## src/logic/decode_settings.svh

```systemverilog
// Widths and constants shared by the decode stage and its testbench
// SYSCALL_DRAIN has to fit in the 2-bit drain counter of the sequencer

`ifndef DECODE_SETTINGS_SVH
`define DECODE_SETTINGS_SVH

// Datapath widths
`define DATA_WIDTH       32
`define REG_COUNT        32
`define REG_INDEX_WIDTH  5
`define ALU_OP_WIDTH     6

// Fixed registers
`define LINK_REG         31  // JAL destination
`define SYSCALL_ARG_REG  2   // Syscall argument, read through port A

// Sequencing and link constants
`define SYSCALL_DRAIN    3   // Bubbles before a syscall issues
`define LINK_OFFSET      4   // Added to pcPlus4 in EX to form the link value

`endif

```

## src/logic/decodePkg.sv

```systemverilog
// Types of the decode stage
// The ALU codes are local to this pipeline and not the MIPS funct values

`include "decode_settings.svh"

package decodePkg;

	typedef logic [`DATA_WIDTH-1:0] dataWord_t;
	typedef logic [`REG_INDEX_WIDTH-1:0] regIndex_t;

	typedef enum logic [`ALU_OP_WIDTH-1:0] {
		aluAdd,
		aluAddu,
		aluSub,
		aluSubu,
		aluAnd,
		aluOr,
		aluXor,
		aluNor,
		aluSlt,
		aluSltu,
		aluSll,
		aluSrl,
		aluSra,
		aluSllv,
		aluSrlv,
		aluSrav,
		aluLui,
		aluPassA  // Branch compare and jumps, result unused
	} aluOp_e;

	// Control half of the ID/EX register, all zero is a bubble
	typedef struct packed {
		logic                        valid;
		logic                        sysIssue;
		aluOp_e                      aluOp;
		regIndex_t                   destReg;
		logic [`REG_INDEX_WIDTH-1:0] shamt;
		logic                        writeBack;
		logic                        memRead;
		logic                        memWrite;
		logic                        memToReg;
		logic                        takenBranch;
	} ctrlBundle_t;

	// Data half of the ID/EX register
	typedef struct packed {
		dataWord_t opA;
		dataWord_t opB;
		dataWord_t nextPc;
	} operandBundle_t;

endpackage

```

## src/logic/instrDecoder.sv

```systemverilog
// Word loads and stores only, no coprocessor, HI/LO or likely branches
// Unknown encodings drop legal, the top level turns them into bubbles

`timescale 1ns/1ps
`include "decode_settings.svh"

module instrDecoder (
	input  decodePkg::dataWord_t   instr,
	output decodePkg::ctrlBundle_t ctrl,
	output decodePkg::dataWord_t   imm,
	output logic                   useImm,
	output logic                   isJump,
	output logic                   isJumpReg,
	output logic                   isBranch,
	output logic                   isLink,
	output logic                   isSyscall,
	output logic                   legal
);
	import decodePkg::*;

	localparam logic [5:0] opSpecial = 6'h00;
	localparam logic [5:0] opRegImm  = 6'h01;
	localparam logic [5:0] opJ       = 6'h02;
	localparam logic [5:0] opJal     = 6'h03;
	localparam logic [5:0] opBeq     = 6'h04;
	localparam logic [5:0] opBne     = 6'h05;
	localparam logic [5:0] opBlez    = 6'h06;
	localparam logic [5:0] opBgtz    = 6'h07;
	localparam logic [5:0] opAddi    = 6'h08;
	localparam logic [5:0] opAddiu   = 6'h09;
	localparam logic [5:0] opSlti    = 6'h0a;
	localparam logic [5:0] opSltiu   = 6'h0b;
	localparam logic [5:0] opAndi    = 6'h0c;
	localparam logic [5:0] opOri     = 6'h0d;
	localparam logic [5:0] opXori    = 6'h0e;
	localparam logic [5:0] opLui     = 6'h0f;
	localparam logic [5:0] opLw      = 6'h23;
	localparam logic [5:0] opSw      = 6'h2b;

	logic [5:0] opcode;
	logic [5:0] funct;
	regIndex_t  rt;
	regIndex_t  rd;
	aluOp_e     aluOp;
	regIndex_t  destReg;
	logic       rType;     // Destination from rd
	logic       regWrite;
	logic       isLoad;
	logic       isStore;
	logic       zeroExt;

	assign opcode = instr[31:26];
	assign rt     = instr[20:16];
	assign rd     = instr[15:11];
	assign funct  = instr[5:0];

	always_comb begin
		aluOp     = aluAdd;  // Link and syscall add in EX
		rType     = 1'b0;
		regWrite  = 1'b0;
		isLoad    = 1'b0;
		isStore   = 1'b0;
		zeroExt   = 1'b0;
		useImm    = 1'b0;
		isJump    = 1'b0;
		isJumpReg = 1'b0;
		isBranch  = 1'b0;
		isLink    = 1'b0;
		isSyscall = 1'b0;
		legal     = 1'b1;
		case (opcode)
			opSpecial: begin
				rType    = 1'b1;
				regWrite = 1'b1;
				case (funct)
					6'h00: aluOp = aluSll;
					6'h02: aluOp = aluSrl;
					6'h03: aluOp = aluSra;
					6'h04: aluOp = aluSllv;
					6'h06: aluOp = aluSrlv;
					6'h07: aluOp = aluSrav;
					6'h08: begin // JR
						aluOp     = aluPassA;
						regWrite  = 1'b0;
						isJump    = 1'b1;
						isJumpReg = 1'b1;
					end
					6'h0c: begin
						regWrite  = 1'b0;
						isSyscall = 1'b1;
					end
					6'h20: aluOp = aluAdd;
					6'h21: aluOp = aluAddu;
					6'h22: aluOp = aluSub;
					6'h23: aluOp = aluSubu;
					6'h24: aluOp = aluAnd;
					6'h25: aluOp = aluOr;
					6'h26: aluOp = aluXor;
					6'h27: aluOp = aluNor;
					6'h2a: aluOp = aluSlt;
					6'h2b: aluOp = aluSltu;
					default: begin
						regWrite = 1'b0;
						legal    = 1'b0;
					end
				endcase
			end
			opRegImm: begin
				aluOp    = aluPassA;
				isBranch = 1'b1;
				legal    = (rt == 5'd0) || (rt == 5'd1);  // BLTZ, BGEZ
			end
			opJ: begin
				aluOp  = aluPassA;
				isJump = 1'b1;
			end
			opJal: begin
				isJump   = 1'b1;
				isLink   = 1'b1;
				regWrite = 1'b1;
			end
			opBeq, opBne: begin
				aluOp    = aluSub;
				isBranch = 1'b1;
			end
			opBlez, opBgtz: begin
				aluOp    = aluPassA;
				isBranch = 1'b1;
			end
			opAddi, opAddiu, opSlti, opSltiu, opAndi, opOri, opXori, opLui: begin
				useImm   = 1'b1;
				regWrite = 1'b1;
				zeroExt  = (opcode == opAndi) || (opcode == opOri) || (opcode == opXori);
				case (opcode)
					opAddi:  aluOp = aluAdd;
					opAddiu: aluOp = aluAddu;
					opSlti:  aluOp = aluSlt;
					opSltiu: aluOp = aluSltu;
					opAndi:  aluOp = aluAnd;
					opOri:   aluOp = aluOr;
					opXori:  aluOp = aluXor;
					default: aluOp = aluLui;
				endcase
			end
			opLw: begin
				useImm   = 1'b1;
				regWrite = 1'b1;
				isLoad   = 1'b1;
			end
			opSw: begin
				useImm  = 1'b1;
				isStore = 1'b1;
			end
			default: legal = 1'b0;
		endcase

		if (isLink)
			destReg = regIndex_t'(`LINK_REG);
		else if (isSyscall)
			destReg = '0;
		else
			destReg = rType ? rd : rt;

		ctrl             = '0;
		ctrl.valid       = legal;
		ctrl.sysIssue    = isSyscall;
		ctrl.aluOp       = aluOp;
		ctrl.destReg     = destReg;
		ctrl.shamt       = instr[10:6];
		ctrl.writeBack   = (regWrite && (destReg != '0)) || isLoad;
		ctrl.memRead     = isLoad;
		ctrl.memWrite    = isStore;
		ctrl.memToReg    = isLoad;
		ctrl.takenBranch = 1'b0;  // Filled in by the top level
	end

	assign imm = zeroExt ? {16'b0, instr[15:0]} : {{16{instr[15]}}, instr[15:0]};

endmodule

```

## src/logic/registerFile.sv

```systemverilog
// Two combinational reads, one write on the clock edge
// A same-cycle read returns the old word, the WB bypass covers it

`timescale 1ns/1ps
`include "decode_settings.svh"

module registerFile (
	input  logic                 CLK,
	input  logic                 RESET,
	input  decodePkg::regIndex_t readA,
	input  decodePkg::regIndex_t readB,
	output decodePkg::dataWord_t dataA,
	output decodePkg::dataWord_t dataB,
	input  logic                 writeEn,
	input  decodePkg::regIndex_t writeReg,
	input  decodePkg::dataWord_t writeData
);
	import decodePkg::*;

	dataWord_t regs [`REG_COUNT];

	always_ff @(posedge CLK or negedge RESET) begin
		if (!RESET) begin
			for (int i = 0; i < `REG_COUNT; i++)
				regs[i] <= '0;
		end else if (writeEn && (writeReg != '0)) begin  // r0 stays zero
			regs[writeReg] <= writeData;
		end
	end

	assign dataA = (readA == '0) ? '0 : regs[readA];
	assign dataB = (readB == '0) ? '0 : regs[readB];

endmodule

```

## src/logic/operandForward.sv

```systemverilog
// Bypass from EX, MEM and WB with the youngest result winning
// Results aimed at register 0 never forward

`timescale 1ns/1ps

module operandForward (
	input  decodePkg::regIndex_t readA,
	input  decodePkg::regIndex_t readB,
	input  decodePkg::dataWord_t dataA,
	input  decodePkg::dataWord_t dataB,
	input  decodePkg::dataWord_t imm,
	input  logic                 useImm,
	input  logic                 exWriteBack,
	input  decodePkg::regIndex_t exReg,
	input  decodePkg::dataWord_t exData,
	input  logic                 memWriteBack,
	input  decodePkg::regIndex_t memReg,
	input  decodePkg::dataWord_t memData,
	input  logic                 wbWriteBack,
	input  decodePkg::regIndex_t wbReg,
	input  decodePkg::dataWord_t wbData,
	output decodePkg::dataWord_t fwdA,
	output decodePkg::dataWord_t fwdB,
	output decodePkg::dataWord_t opB
);
	import decodePkg::*;

	// Same priority chain for both read ports
	function automatic dataWord_t bypass(input regIndex_t src, input dataWord_t regVal);
		dataWord_t result;
		result = regVal;
		if (src != '0) begin
			if (exWriteBack && (exReg == src))
				result = exData;
			else if (memWriteBack && (memReg == src))
				result = memData;
			else if (wbWriteBack && (wbReg == src))
				result = wbData;
		end
		return result;
	endfunction

	always_comb begin
		fwdA = bypass(readA, dataA);
		fwdB = bypass(readB, dataB);
		opB  = useImm ? imm : fwdB;  // Immediate ops, loads, stores
	end

endmodule

```

## src/logic/branchResolve.sv

```systemverilog
// Branches resolve here in ID against forwarded operands
// Jump targets take their upper bits from pcPlus4

`timescale 1ns/1ps

module branchResolve (
	input  decodePkg::dataWord_t instr,
	input  decodePkg::dataWord_t pcPlus4,
	input  decodePkg::dataWord_t imm,
	input  decodePkg::dataWord_t fwdA,
	input  decodePkg::dataWord_t fwdB,
	input  logic                 isBranch,
	input  logic                 isJump,
	input  logic                 isJumpReg,
	output logic                 takenBranch,
	output decodePkg::dataWord_t nextPc
);
	import decodePkg::*;

	logic      condMet;
	dataWord_t jumpTarget;
	dataWord_t branchTarget;

	always_comb begin
		case (instr[31:26])
			6'h04: condMet = (fwdA == fwdB);                   // BEQ
			6'h05: condMet = (fwdA != fwdB);                   // BNE
			6'h06: condMet = ($signed(fwdA) <= 0);             // BLEZ
			6'h07: condMet = ($signed(fwdA) > 0);              // BGTZ
			6'h01: condMet = instr[16] ? !fwdA[31] : fwdA[31]; // BGEZ or BLTZ
			default: condMet = 1'b0;
		endcase
	end

	assign takenBranch = isBranch && condMet;

	assign jumpTarget   = isJumpReg ? fwdA : {pcPlus4[31:28], instr[25:0], 2'b00};
	assign branchTarget = pcPlus4 + (imm << 2);

	// Jumps first, then taken branches, else fall through
	always_comb begin
		if (isJump)
			nextPc = jumpTarget;
		else if (takenBranch)
			nextPc = branchTarget;
		else
			nextPc = pcPlus4;
	end

endmodule

```

## src/logic/syscallSequencer.sv

```systemverilog
// Holds a syscall in ID for SYSCALL_DRAIN unfrozen cycles
// isSyscall must already be qualified by instrValid

`timescale 1ns/1ps
`include "decode_settings.svh"

module syscallSequencer (
	input  logic CLK,
	input  logic RESET,
	input  logic freeze,
	input  logic isSyscall,
	output logic syscallStall
);

	typedef enum logic {seqIdle, seqDrain} seqState_e;

	seqState_e  state;
	logic [1:0] drainCount;

	assign syscallStall = isSyscall && (drainCount != '0);

	always_ff @(posedge CLK or negedge RESET) begin
		if (!RESET) begin
			state      <= seqIdle;
			drainCount <= 2'(`SYSCALL_DRAIN);
		end else if (!freeze) begin
			case (state)
				seqIdle: begin
					if (isSyscall) begin  // First bubble
						state      <= seqDrain;
						drainCount <= drainCount - 2'd1;
					end
				end
				default: begin
					// Consumed at zero, or the syscall went away
					if (!isSyscall || (drainCount == '0)) begin
						state      <= seqIdle;
						drainCount <= 2'(`SYSCALL_DRAIN);
					end else begin
						drainCount <= drainCount - 2'd1;
					end
				end
			endcase
		end
	end

endmodule

```

## src/logic/stageRegister.sv

```systemverilog
// One pipeline register for any packed payload
// Freeze wins over bubble, a bubble loads all zeros

`timescale 1ns/1ps

module stageRegister #(
	parameter type payload_t = decodePkg::ctrlBundle_t
) (
	input  logic     CLK,
	input  logic     RESET,
	input  logic     freeze,
	input  logic     bubble,
	input  payload_t d,
	output payload_t q
);

	always_ff @(posedge CLK or negedge RESET) begin
		if (!RESET)
			q <= '0;
		else if (!freeze)
			q <= bubble ? payload_t'('0) : d;
	end

endmodule

```

## src/logic/decodeStage.sv

```systemverilog
// ID stage of a single-issue pipeline, all outputs but syscallStall registered
// Upstream holds instr and pcPlus4 while freeze or syscallStall is high

`timescale 1ns/1ps
`include "decode_settings.svh"

module decodeStage (
	input  logic                 CLK,
	input  logic                 RESET,
	input  decodePkg::dataWord_t instr,
	input  decodePkg::dataWord_t pcPlus4,
	input  logic                 instrValid,
	input  logic                 freeze,
	input  logic                 exWriteBack,
	input  decodePkg::regIndex_t exReg,
	input  decodePkg::dataWord_t exData,
	input  logic                 memWriteBack,
	input  decodePkg::regIndex_t memReg,
	input  decodePkg::dataWord_t memData,
	input  logic                 wbWriteBack,
	input  decodePkg::regIndex_t wbReg,
	input  decodePkg::dataWord_t wbData,
	output logic                 outValid,
	output logic                 sysIssue,
	output decodePkg::aluOp_e    aluOp,
	output logic [`REG_INDEX_WIDTH-1:0] shamt,
	output decodePkg::regIndex_t destReg,
	output logic                 writeBack,
	output logic                 memRead,
	output logic                 memWrite,
	output logic                 memToReg,
	output logic                 takenBranch,
	output decodePkg::dataWord_t opA,
	output decodePkg::dataWord_t opB,
	output decodePkg::dataWord_t nextPc,
	output logic                 syscallStall
);
	import decodePkg::*;

	ctrlBundle_t    ctrl, ctrlD, ctrlQ;
	operandBundle_t operD, operQ;
	dataWord_t      imm, dataA, dataB, fwdA, fwdB, opBFwd, nextPcD;
	regIndex_t      readA;
	logic           useImm, isJump, isJumpReg, isBranch, isLink, isSyscall, legal;
	logic           branchTaken;
	logic           consumed;

	//////////////////////////////////////////////////////////////////////
	// Decode, register read and bypass
	//////////////////////////////////////////////////////////////////////

	instrDecoder decoder (.instr, .ctrl, .imm, .useImm, .isJump, .isJumpReg,
		.isBranch, .isLink, .isSyscall, .legal);

	assign readA = isSyscall ? regIndex_t'(`SYSCALL_ARG_REG) : instr[25:21];

	// WB writes hold with the rest of the stage while frozen
	registerFile regFile (.CLK, .RESET, .readA, .readB(instr[20:16]), .dataA, .dataB,
		.writeEn(wbWriteBack && !freeze), .writeReg(wbReg), .writeData(wbData));

	operandForward forward (.readA, .readB(instr[20:16]), .dataA, .dataB, .imm, .useImm,
		.exWriteBack, .exReg, .exData, .memWriteBack, .memReg, .memData,
		.wbWriteBack, .wbReg, .wbData, .fwdA, .fwdB, .opB(opBFwd));

	branchResolve branch (.instr, .pcPlus4, .imm, .fwdA, .fwdB, .isBranch, .isJump,
		.isJumpReg, .takenBranch(branchTaken), .nextPc(nextPcD));

	syscallSequencer sequencer (.CLK, .RESET, .freeze,
		.isSyscall(isSyscall && instrValid), .syscallStall);

	//////////////////////////////////////////////////////////////////////
	// ID/EX register
	//////////////////////////////////////////////////////////////////////

	assign consumed = instrValid && legal && !syscallStall;

	always_comb begin
		ctrlD             = ctrl;
		ctrlD.takenBranch = branchTaken;
		operD.opA         = isLink ? pcPlus4 : fwdA;  // Link value formed in EX
		if (isLink)
			operD.opB = dataWord_t'(`LINK_OFFSET);
		else if (isSyscall)
			operD.opB = '0;
		else
			operD.opB = opBFwd;
		operD.nextPc = nextPcD;
	end

	stageRegister #(.payload_t(ctrlBundle_t)) ctrlReg (.CLK, .RESET, .freeze,
		.bubble(!consumed), .d(ctrlD), .q(ctrlQ));

	stageRegister #(.payload_t(operandBundle_t)) operReg (.CLK, .RESET, .freeze,
		.bubble(!consumed), .d(operD), .q(operQ));

	assign outValid    = ctrlQ.valid;
	assign sysIssue    = ctrlQ.sysIssue;
	assign aluOp       = ctrlQ.aluOp;
	assign shamt       = ctrlQ.shamt;
	assign destReg     = ctrlQ.destReg;
	assign writeBack   = ctrlQ.writeBack;
	assign memRead     = ctrlQ.memRead;
	assign memWrite    = ctrlQ.memWrite;
	assign memToReg    = ctrlQ.memToReg;
	assign takenBranch = ctrlQ.takenBranch;
	assign opA         = operQ.opA;
	assign opB         = operQ.opB;
	assign nextPc      = operQ.nextPc;

endmodule

```

## config.mk

```make
export PLATFORM = sky130hd
export DESIGN_NAME = decodeStage
export DESIGN_NICKNAME = d
export VERILOG_FILES = /design/src/logic/decodePkg.sv /design/src/logic/instrDecoder.sv /design/src/logic/registerFile.sv /design/src/logic/operandForward.sv /design/src/logic/branchResolve.sv /design/src/logic/syscallSequencer.sv /design/src/logic/stageRegister.sv /design/src/logic/decodeStage.sv
export VERILOG_INCLUDE_DIRS = /design/src /design/src/logic
export SDC_FILE = /design/constraint.sdc
export NUM_CORES = 2
export LEC_CHECK = 0
export BUFFER_PORTS_ARGS = -buffer_cell sky130_fd_sc_hd__buf_4
export CORE_UTILIZATION = 60
export DETAILED_ROUTE_END_ITERATION = 8
export GPL_TIMING_DRIVEN = 1
export PLACE_DENSITY = 0.78
export SYNTH_ARGS = -nofsm -noshare
export SYNTH_HDL_FRONTEND = slang
export SYNTH_HIERARCHICAL = 1
export SYNTH_SLANG_ARGS = --single-unit
```

## constraint.sdc

```tcl
create_clock -name CLK -period 13.2 [get_ports CLK]
set_clock_uncertainty 0.15 [all_clocks]
set_input_delay 2.64 -clock CLK [delete_from_list [all_inputs] [get_ports CLK]]
set_output_delay 2.64 -clock CLK [all_outputs]
set_load 0.02 [all_outputs]
```

==> flow_summary_export.csv <==
group,metric,value,unit
outcome,status,"complete, no violations",
placement,gp_congestion,1.01,
yosys,synth_cells,5361,
critical_path,cp.arrival,11.04,ns
global_routing,grt.overflow.total,0,
routing,routed_wl,226000,µm
routing,dr.pass1.iters,6,
timing,finalMaxSlewViolations,0,
floorplan,num_rows,123,
cts,cts_max_level,3,
timing,fin_tns_setup,0,ns
global_routing,grt_pass1_wl,336000,µm
global_routing,grt_max_degree,178,
global_routing,first_global_vias,49818,
cts,insertion_delay,0.74,ns
final_layout,area_growth,9.10,%
timing,hold_viol,0,
cts,post-cts-setup-buffers,0,
yosys,syn_nets,5574,
timing,finalSetupViolCount,0,
routing,drc,0,
floorplan,ios,302,
critical_path,critPathLaunchType,"input pin",
floorplan,initial_core_util,0.606,
critical_path,cp-end-kind,"register",
timing,fmax,94.9,MHz
yosys,yosys_warnings,6,
hold_path,min_path_type,"reg -> reg",
placement,place_inst,6643,
cts,cts-root-buf,"clkbuf_16",
cts,cts_resized,0,
pwr,total_power,9.54,mW
yosys,syn_area,68300,µm²
final_layout,drive_gt1_frac,0.417,
flow_run,cap_viol_max_count,0,
floorplan,dieWidth,339,µm
pwr,vdd_drop_max,114,µV
floorplan,dieArea,115000,µm²
global_routing,antenna_found_initial,11,
routing,viasPerCell,7.33,
yosys,syn_area_per_cell,12.7,µm²
final_layout,stdcell_count,6862,
timing,fin_crit_sh,0.798,
routing,ant_nets,0,
cts,holdBufCountCts,0,
cts,clk_pin_slew,0.06,ns
placement,dp_hpwl,139000,µm
cts,numCtsBuffers,114,
routing,post_drt_wl_per_cell,33.0,µm
cts,cts_sinks,1146,
placement,portBuffers,301,
cts,cts_tree,"built",
timing,min_period,10.54,ns
floorplan,die_y,339,µm
pwr,p_leak,33.1,nW
timing,tightestPinTransition,1.34,ns
timing,rsz0062_at_grt,"false",
cts,clockBufferDepth,3,
routing,dr_total_vias,50300,
critical_path,critical_path_class,"in -> reg",
final_layout,fin_nets,5472,
critical_path,worst_ep_required_time,13.71,ns
routing,drtIter0Drc,6011,
critical_path,path_max_fanout,37,
floorplan,coreArea,113000,µm²
global_routing,track_usage,0.393,
timing,slew_headroom,0.0979,
pwr,power_density,128,nW/µm²
==> report_power, final <==
part	total [mW]	switching, mW	internal, mW
clock network	3.35	1.43	1.92
logic	1.92	0.949	0.974
registers	4.26	0.329	3.93
total	9.54	2.71	6.83
==> state kept, by name, indices dropped and copies added, names as in the netlist <==
name,count
ctrlReg/q,23
operReg/q,96
regFile/regs,1024
sequencer/drainCount,2
sequencer/state,1
==> through the flow <==
step	util	cell area (µm²)	setup WS [ns]	hold slack (ns)
2_1_floorplan	-	68300	4.20	0.291
3_3_place_gp	0.627	70600	2.39	0.227
3_5_place_dp	0.627	70600	2.26	0.234
4_1_cts	0.661	74500	3.00	0.251
5_1_grt	0.661	74500	2.23	0.257
6_report	0.661	74500	2.66	0.252
==> layout make-up <==
cell class	instances	area, µm²
repair buffers	410	3260
inverters	54	203
diodes	6	15.0
clock buffers	168	3400
well taps	1500	1880
flip-flops and latches	1146	28700
clock inverters	45	478
fillers	7927	38200
multi-input cells	3533	36600
==> layer usage <==
layer  global-route usage  vias to the layer above  routed length [µm]
met4                0.234                       12               15400
li1                     -                    20208                   -
met3                0.116                      778               28100
met5                    0                        -                  89
met1                0.517                    25875               83100
met2                0.579                     3427               99400
==> worst max-delay path: stages <==
cell,delay (ns)
buf_4,0.16
or4_4,0.60
or2_1,0.39
nor4b_2,0.27
buf_4,0.27
or2_4,0.82
buf_4,0.60
mux4_2,0.32
mux2i_1,0.09
a32o_1,0.28
nor4_1,0.69
a211oi_1,0.16
o31ai_1,0.67
xor2_1,0.31
nor4_1,0.34
nand4_1,0.12
nor2_1,0.52
xnor2_1,0.20
o21ai_4,0.17
buf_4,0.45
nand2_1,0.31
o221ai_1,0.30
nand2b_1,0.11
o21ai_2,0.12
==> final timing paths <==
check                                         from            endpoint  slack (ns)  depth (start not counted)
worst min register to register  regFile/regs[1011]  regFile/regs[1011]        0.25                          0
worst min-delay path            regFile/regs[1011]  regFile/regs[1011]        0.25                          0
max in group asynchronous                    RESET   regFile/regs[486]        8.88                          3
worst max register to register   regFile/regs[279]       operReg/q[27]        7.27                         17
worst max-delay path                     instr[30]       operReg/q[27]        2.66                         24
min in group asynchronous                    RESET       ctrlReg/q[22]        1.75                          1
==> layout by cell type, fill, tap and decap left out, types with 56 or more instances in the layout <==
cell / instances
mux4_2: 469
buf_4: 393
xor2_1: 61
dfrtp_1: 1144
o22ai_1: 82
nand2_1: 197
a21oi_1: 96
mux2i_1: 189
mux2_2: 1028
nor3_1: 66
o21ai_0: 85
clkbuf_16: 117
a211oi_1: 123
nand3_1: 110
nand2b_1: 131
o21ai_1: 56
nor2_1: 64
and3_1: 73
No activity file was read; power rests on OpenSTA's default activity.
